==> config.mk <==
export PLATFORM = sky130hd
export DESIGN_NAME = crAddress
export DESIGN_NICKNAME = d
export VERILOG_FILES = /design/src/hw/ucodeSeqPkg.sv /design/src/hw/crAddress.sv /design/src/hw/returnStack.sv /design/src/hw/dispatchMux.sv
export VERILOG_INCLUDE_DIRS = /design/src /design/src/hw
export SDC_FILE = /design/constraint.sdc
export NUM_CORES = 1
export LEC_CHECK = 0
export BUFFER_PORTS_ARGS = -buffer_cell sky130_fd_sc_hd__buf_2
export CORE_MARGIN = 2
export CORE_UTILIZATION = 53
export DETAILED_ROUTE_END_ITERATION = 7
export HOLD_SLACK_MARGIN = 0.1
export PLACE_DENSITY = 0.84
export SYNTH_ARGS = -nofsm -noshare
export SYNTH_HDL_FRONTEND = slang
export SYNTH_SLANG_ARGS = --single-unit
==> constraint.sdc <==
create_clock -name CLK -period 3.25 [get_ports CLK]
set_input_delay 0.65 -clock CLK [delete_from_list [all_inputs] [get_ports CLK]]
set_output_delay 0.65 -clock CLK [all_outputs]
set_load 0.02 [all_outputs]
==> src/hw/ucodeSeq_macros.svh <==
`ifndef UCODESEQ_MACROS_SVH
`define UCODESEQ_MACROS_SVH

// Microaddress width
// 11 bits covers the 2K control store
`define UADR_W 11

// Control store words
`define CS_DEPTH 2048

// Call/return stack entries
`define STACK_DEPTH 16

// Stack pointer width
// Must satisfy 2**STACK_PTR_W == STACK_DEPTH so the pointer wraps cleanly
`define STACK_PTR_W 4

// Control field width driven out of the sequencer
`define CTL_W 16

// Number of skip conditions selectable by a word
`define COND_N 8

`endif
==> src/hw/ucodeSeqPkg.sv <==
`default_nettype none
`include "ucodeSeq_macros.svh"

package ucodeSeqPkg;

  // A microaddress
  typedef logic [`UADR_W-1:0] uAdr_t;

  // Dispatch kind carried in each microword
  // Selects which value gets ORed into the jump field
  typedef enum logic [2:0] {
    DISP_NONE   = 3'd0,
    DISP_DIAG   = 3'd1,
    DISP_DRAMJ  = 3'd2,
    DISP_RETURN = 3'd3,
    DISP_MULTI  = 3'd4,
    DISP_SKIP   = 3'd5
  } dispKind_t;

  // One control store word, 34 bits
  typedef struct packed {
    uAdr_t             j;
    dispKind_t         disp;
    logic [2:0]        cond;
    logic              call;
    logic [`CTL_W-1:0] ctl;
  } uWord_t;

  // Dispatch sources from the rest of the CPU
  // dramJ from instruction decode, multi from the data path
  typedef struct packed {
    uAdr_t              dramJ;
    logic [3:0]         multi;
    logic [`COND_N-1:0] cond;
  } dispIn_t;

  // Control store write port
  typedef struct packed {
    logic   en;
    uAdr_t  addr;
    uWord_t word;
  } csWrite_t;

  // Diagnostic address load
  typedef struct packed {
    logic  en;
    uAdr_t adr;
  } diagWrite_t;

endpackage

`default_nettype wire

==> src/hw/crAddress.sv <==
`default_nettype none
`include "ucodeSeq_macros.svh"

module crAddress
  import ucodeSeqPkg::*;
(
  input  wire logic       CLK,
  input  wire logic       rstN,
  input  wire logic       run,
  input  wire logic       force1777,
  input  wire uWord_t     curWord,
  input  wire dispIn_t    dispIn,
  input  wire diagWrite_t diagWr,
  input  wire logic [2:0] diagSel,
  output uAdr_t           cradr,
  output logic [5:0]      diagData
);

  uAdr_t                   dispVal;
  uAdr_t                   nextAdr;
  uAdr_t                   diagAdr;
  uAdr_t                   top;
  logic [`STACK_PTR_W-1:0] ptr;
  logic                    parity;
  logic                    push;
  logic                    pop;

  ////////////////////
  // Dispatch
  ////////////////////

  dispatchMux uDispatchMux (
    .disp    (curWord.disp),
    .cond    (curWord.cond),
    .dispIn  (dispIn),
    .diagAdr (diagAdr),
    .retAdr  (top),
    .dispVal (dispVal),
    .parity  (parity)
  );

  // Jump field ORed with the dispatch value
  // Trap overrides everything with all ones
  assign nextAdr = force1777 ? '1 : (curWord.j | dispVal);

  // Current address register
  always_ff @(posedge CLK or negedge rstN) begin
    if (!rstN) begin
      cradr <= '0;
    end else if (run) begin
      cradr <= nextAdr;
    end
  end

  ////////////////////
  // Call and return
  ////////////////////

  // Call or trap saves the current address
  assign push = run & (curWord.call | force1777);
  // Trap suppresses the return pop
  assign pop  = run & (curWord.disp == DISP_RETURN) & ~force1777;

  returnStack uReturnStack (
    .CLK     (CLK),
    .rstN    (rstN),
    .push    (push),
    .pop     (pop),
    .pushAdr (cradr),
    .top     (top),
    .ptr     (ptr)
  );

  ////////////////////
  // Diagnostics
  ////////////////////

  // Diagnostic dispatch address
  always_ff @(posedge CLK or negedge rstN) begin
    if (!rstN) begin
      diagAdr <= '0;
    end else if (diagWr.en) begin
      diagAdr <= diagWr.adr;
    end
  end

  // Status readback, 6 bits per select
  always_comb begin
    case (diagSel)
      3'd0: diagData = cradr[5:0];
      3'd1: diagData = {parity, cradr[10:6]};
      3'd2: diagData = top[5:0];
      3'd3: diagData = {1'b0, top[10:6]};
      // Pointer with the current call bit
      3'd4: diagData = {1'b0, curWord.call, ptr};
      3'd5: diagData = diagAdr[5:0];
      default: diagData = '0;
    endcase
  end

endmodule

`default_nettype wire

==> src/hw/returnStack.sv <==
`default_nettype none
`include "ucodeSeq_macros.svh"

module returnStack
  import ucodeSeqPkg::*;
(
  input  wire logic              CLK,
  input  wire logic              rstN,
  input  wire logic              push,
  input  wire logic              pop,
  input  wire uAdr_t             pushAdr,
  output uAdr_t                  top,
  output logic [`STACK_PTR_W-1:0] ptr
);

  ////////////////////
  // Stack storage
  ////////////////////

  // Return addresses
  uAdr_t stack [`STACK_DEPTH];

  // Index of the most recent push
  logic [`STACK_PTR_W-1:0] topIdx;

  // Entry below the pointer
  // Wraps from 0 to the last entry
  assign topIdx = ptr - 1'b1;
  assign top    = stack[topIdx];

  // Push writes at the pointer
  // A push with pop still overwrites this slot
  always_ff @(posedge CLK) begin
    if (push) begin
      stack[ptr] <= pushAdr;
    end
  end

  ////////////////////
  // Stack pointer
  ////////////////////

  // Plain wrapping pointer
  // A 17th nested call lands on the oldest entry
  always_ff @(posedge CLK or negedge rstN) begin
    if (!rstN) begin
      ptr <= '0;
    end else if (push && !pop) begin
      ptr <= ptr + 1'b1;
    end else if (pop && !push) begin
      ptr <= ptr - 1'b1;
    end
  end

endmodule

`default_nettype wire

==> src/hw/dispatchMux.sv <==
`default_nettype none
`include "ucodeSeq_macros.svh"

module dispatchMux
  import ucodeSeqPkg::*;
(
  input  wire dispKind_t  disp,
  input  wire logic [2:0] cond,
  input  wire dispIn_t    dispIn,
  input  wire uAdr_t      diagAdr,
  input  wire uAdr_t      retAdr,
  output uAdr_t           dispVal,
  output logic            parity
);

  ////////////////////
  // Dispatch select
  ////////////////////

  // Zero-extended multiway value
  uAdr_t multiVal;
  // Zero-extended skip bit
  uAdr_t skipVal;

  // Multiway lands in the low 4 bits
  assign multiVal = {{(`UADR_W-4){1'b0}}, dispIn.multi};

  // Skip condition picked by the word's cond field
  // Only bit 0 of the next address can move
  assign skipVal = {{(`UADR_W-1){1'b0}}, dispIn.cond[cond]};

  always_comb begin
    unique case (disp)
      // Diagnostic address from the diag port
      DISP_DIAG: begin
        dispVal = diagAdr;
      end
      // Instruction decode jump
      DISP_DRAMJ: begin
        dispVal = dispIn.dramJ;
      end
      // Subroutine return, top of stack
      DISP_RETURN: begin
        dispVal = retAdr;
      end
      // 4-bit multiway
      DISP_MULTI: begin
        dispVal = multiVal;
      end
      // Skip on condition
      DISP_SKIP: begin
        dispVal = skipVal;
      end
      // No dispatch, plain jump
      default: begin
        dispVal = '0;
      end
    endcase
  end

  ////////////////////
  // Diagnostic parity
  ////////////////////

  // Parity over the dispatch and condition fields
  // Read back through the diag port
  assign parity = ^{disp, cond};

endmodule

`default_nettype wire

======== Word level (Yosys, flattened, before mapping) ========
Memories as Yosys holds them, arrays and structs flattened.
Cells that the tools add are included.
word-level totals
  register bits after elaboration ......... 26
  bits in writable memories ............... 176
  output and inout bits ................... 17
  word-level logic and storage cells ...... 39
  memories ................................ 1
operators by class
  add/subtract/negate cells ............... 2
  $lt $le $gt $ge ......................... 1
  eq/ne operators ......................... 10
  mux-type cells .......................... 9
  bitwise operators ....................... 6
  reductions and logical operators ........ 7
memories
  name                depth  bits a word  rd ports  clocked after memory_dff  wr ports  RTL line           source
  uReturnStack.stack  16     11           1         0                         1         returnStack.sv:21  uAdr_t stack [`STACK_DEPTH];
operators with widths
  operator             count
  $pmux 11 s5          1
  $pmux 6 s6           1
  $eq 3x2->1 const B   4
  $eq 3x3->1 const B   4
  $mux 11              1
  $or 11x11->11        1
  $mux 4               2
  $eq 3x1->1 const B   2
  $reduce_xor 6->1     1
  $add 4x1->4 const B  1
  $lt 3x4->1 const B   1
  $sub 4x1->4 const B  1
  $and 1x1->1          3
  $bmux 1 s3           1
  $logic_not 3->1      1
  $mux 1               3
  $logic_and 1x1->1    2
  $logic_not 1->1      2
  $reduce_bool 2->1    1
  $not 1->1            1
  $or 1x1->1           1

======== Logic depth before layout (Yosys ltp) ========
  depth in word-level cells ............... 6
  mapped depth ............................ 10

======== Hierarchy ========
A second synthesis with hierarchy kept.
second synthesis, totals
  cells, all modules ...................... 510
  area total of the unflattened synthesis .. 8851.0 µm²
modules (own cells, without submodules)
  module       instances  cells each  area each (µm²)
  returnStack  1          342         7234.4
  crAddress    1          110         1191.1
  dispatchMux  1          58          425.4

======== Worst setup path after synthesis ========
No wires, ideal clock.
  path kind ............................... reg2out
  start ................................... register uReturnStack.ptr[0]
  end ..................................... output port diagData[4]
  arrival ................................. 2565 ps
  required time ........................... 2600 ps
  setup slack ............................. 35 ps
  stages on the path, launching flop included .. 10
  cell sequence ........................... dfrtp_1 buf_6 buf_2 inv_1 ha_1 inv_1 buf_2 mux4_2 mux2i_1 a221o_1
on the way
  cells in the longest elaborated chain, start to end .. 3
ends and longest elaborated chain
  what                    RTL line           source
  start, declared         returnStack.sv:13  output logic [`STACK_PTR_W-1:0] ptr
  start signal, assigned  returnStack.sv:49  ptr <= ptr + 1'b1;
  start signal, assigned  returnStack.sv:51  ptr <= ptr - 1'b1;
  $sub 4x1->4             returnStack.sv:28  assign topIdx = ptr - 1'b1;
  $mem_v2 16x11           -
  $pmux 6 s6              crAddress.sv:89    case (diagSel)
  end, declared           crAddress.sv:16    output logic [5:0] diagData
Every way passes these cells.

======== Worst setup path in the final report ========
Same ends and word-level chain as after synthesis.

==> qor.yml <==
dp_cells: 788
max_slew.worst_pin.slew_ns: 1.33
multiInputGateArea_um2: 2870
period_minus_slack_ns: 3.56
regToRegEndpoint: "cradr[7]"
cts_buffers: 20
num_io_pins: 93
overflow: 0
syn_avg_cell_area_um2: 18.1
place_area_um2: 9540
final_nets: 706
regToRegStartpoint: "uReturnStack.ptr[0]"
portBuffers: 76
final_cells: 854
critical_path_class: "flop to output pin"
dpl.hpwl_um: 12500
peakVddDrop_uv: 839
clk-insertion-delay-late_ns: 0.50
ys_types: 47
hold_class: "input pin to async pin"
die_height_um: 132
die-area_um2: 17400
dieWidth_um: 132
setup_viol: 6
grt_pass1_wl_um: 34700
antenna_left: 0
finalHoldViolCount: 0
end_kind: "output pin"
final_max_slew_viol_count: 0
synth_area_um2: 8670
regToRegSetupSlack_ns: 0.41
fin_ws_ns: -0.310
fillers: 935
relSlewSlack: 0.113
dr.first_iter.drc_count: 603
rows: 46
grt_setup_unrepaired: "true"
cp_max_fo: 23
clk_pin_slew_ns: 0.07
arrival_ns: 2.91
antenna_found_initial: 0
r2r_cells: 13
drt-total-wl_um: 24200
cap_violations: 0
synth_cells: 478
htree_num_levels: 1
routabilityCongestion: 0.905
syn2layout_area_growth_pct: 26.2
cp-start-kind: "flop"
fin_crit_sh: 1.10
core_area_um2: 15900
status: "finished with violations"
utilization: 0.686
regArea_um2: 5940
clkSinkCount: 202
clockRootBuffer: "clkbuf_16"
num_vias: 5475
layout-drive-gt1-share: 0.415
drc: 0
cts_tree: "yes"
grt_max_degree: 27
grt_pass1_vias: 5668
whs_ns: 0.145
clock_path_buffers: 3
fin_area_um2: 10900
leakage_nw: 3.86
startpoint: "uReturnStack.ptr[0]"
drt_pre_antenna_iters: 5
wl_per_cell_um: 28.4
grt_usage: 0.270
yosysWarnings: 0
worstPathRequired_ns: 2.60
synth-seq-cells: 202
syn_nets: 560
place_ws_ns: 0.137
max_freq_ghz: 0.281
finClkSkew_ns: 0.0141
hold_buffers: 0
viasPerCell: 6.41
ys_seq_area_frac: 0.685
start_util: 0.544
violations: "setup timing"
antenna_cells: 0
power.density_nw_per_um2: 1060
## cell families (layout without fill, tap and decap cells)
kind of cell	after synthesis	in the layout	share of synthesized area
XOR/XNOR	10	10	0.0110
flip-flops	202	202	0.685
buffers and inverters	29	189	0.0193
multiplexers	114	114	0.194
AO/OA/AOI/OAI	42	42	0.0391
AND/OR/NAND/NOR	75	75	0.0430
adder cells (fa/ha/maj)	6	6	0.00866
## state kept, by name, summed over array words and instances (netlist names)
| register | count |
|---|---|
| uReturnStack.stack | 176 |
| cradr | 11 |
| uReturnStack.ptr | 4 |
| diagAdr | 11 |
## layer usage
| metal | share of wire | up-vias | global-route usage | wire length (µm) |
|---|---|---|---|---|
| met2 | 0.52 | 402 | 0.468 | 12500 |
| met1 | 0.34 | 2746 | 0.332 | 8260 |
| met4 | 0.059 | 0 | 0.129 | 1440 |
| met5 | 0 | - | 0 | 0 |
| met3 | 0.082 | 99 | 0.0454 | 2000 |
| li1 | - | 2228 | - | - |
## cell usage in the layout (no fill, tap or decap), types with 4 or more instances in the layout
cell / netlist / routed
nor2b_1: 8 / 8
nand2b_1: 4 / 4
clkinv_1: 0 / 5
nor2_1: 36 / 36
buf_6: 3 / 7
clkbuf_16: 0 / 20
mux2i_4: 0 / 20
dfrtp_1: 26 / 24
nor3_1: 4 / 4
a21oi_1: 5 / 5
a221o_1: 5 / 5
ha_1: 6 / 4
mux4_2: 38 / 39
mux2_2: 12 / 12
a2111oi_1: 6 / 6
edfxtp_1: 176 / 176
buf_4: 4 / 58
nand2_1: 8 / 8
mux2i_1: 61 / 40
a22o_1: 7 / 7
xnor2_1: 6 / 6
buf_12: 1 / 7
o21ai_0: 4 / 4
buf_2: 4 / 70
## how the worst max path moves through the flow
stage,depth (start not counted),slack (ns),endpoint
finish,7,-0.31,diagData[4]
global route,7,-0.33,diagData[4]
CTS,10,-0.19,diagData[0]
detailed placement,8,0.14,diagData[3]
global placement,10,0.18,diagData[0]
floorplan,9,0.04,diagData[4]
## timing repair
action / CTS / global route
pin swaps: 7 / 7
resized for setup: 68 / 12
gates cloned: 4 / 0
endpoints found under the setup margin: 6 / 6
buffers inserted: 18 / 9
## power by group
group	leakage, nW	switching [mW]	total (mW)	internal, mW
clock network	0.318	0.994	2.37	1.38
logic	1.72	2.95	5.95	3.01
registers	1.82	0.137	3.24	3.10
total	3.86	4.08	11.6	7.48
## metrics by stage
stage | TNS [ns] | power (mW)
final | -1.27 | 11.6
after global placement | 0 | 6.54
after floorplan | 0 | 5.53
after global routing | -1.40 | 11.8
after detailed placement | 0 | 6.64
after CTS | -0.838 | 10.9
## final cells by class
type | instances | share of cell area
clock buffers | 22 | 0.0465
clock inverters | 14 | 0.0145
inverters | 4 | 0.00183
multi-input cells | 247 | 0.263
flip-flops and latches | 202 | 0.543
well taps | 216 | 0.0247
repair buffers | 149 | 0.107
## cells in the mapped netlist (all sizes together)
library cell	number	share of area
edfxtp	176	0.61
mux2i	61	0.070
mux4	41	0.11
nor2	36	0.016
dfrtp	26	0.075
buf	14	0.013
mux2	12	0.016
clkbuf	11	0.0048
a2111oi	9	0.010
nand2	9	0.0048
nor2b	8	0.0058
a22o	7	0.0071
ha	6	0.0087
xnor2	6	0.0061
a21oi	5	0.0029
a221o	5	0.0058
a22oi	4	0.0035
inv	4	0.0017
nand2b	4	0.0029
nor3	4	0.0023
o21ai	4	0.0023
xor2	4	0.0049
a211oi	3	0.0026
nand3	3	0.0017
nand4	2	0.0014
or4	2	0.0022
a211o	1	0.0010
a31oi	1	0.00072
and2	1	0.00072
and3	1	0.00072
and4b	1	0.0012
nand4b	1	0.0010
nor3b	1	0.00087
nor4bb	1	0.0012
o21a	1	0.00087
o22a	1	0.0010
o31ai	1	0.0014
or2	1	0.00072
## critical path, cell delays in order (launching register included)
cell     delay (ns)
dfrtp_4        0.48
buf_16         0.22
buf_4          0.21
mux2i_1        0.46
mux4_2         0.44
mux2i_4        0.10
a221o_1        0.34
buf_6          0.14
Note: power is estimated with default switching activity, not from simulation.
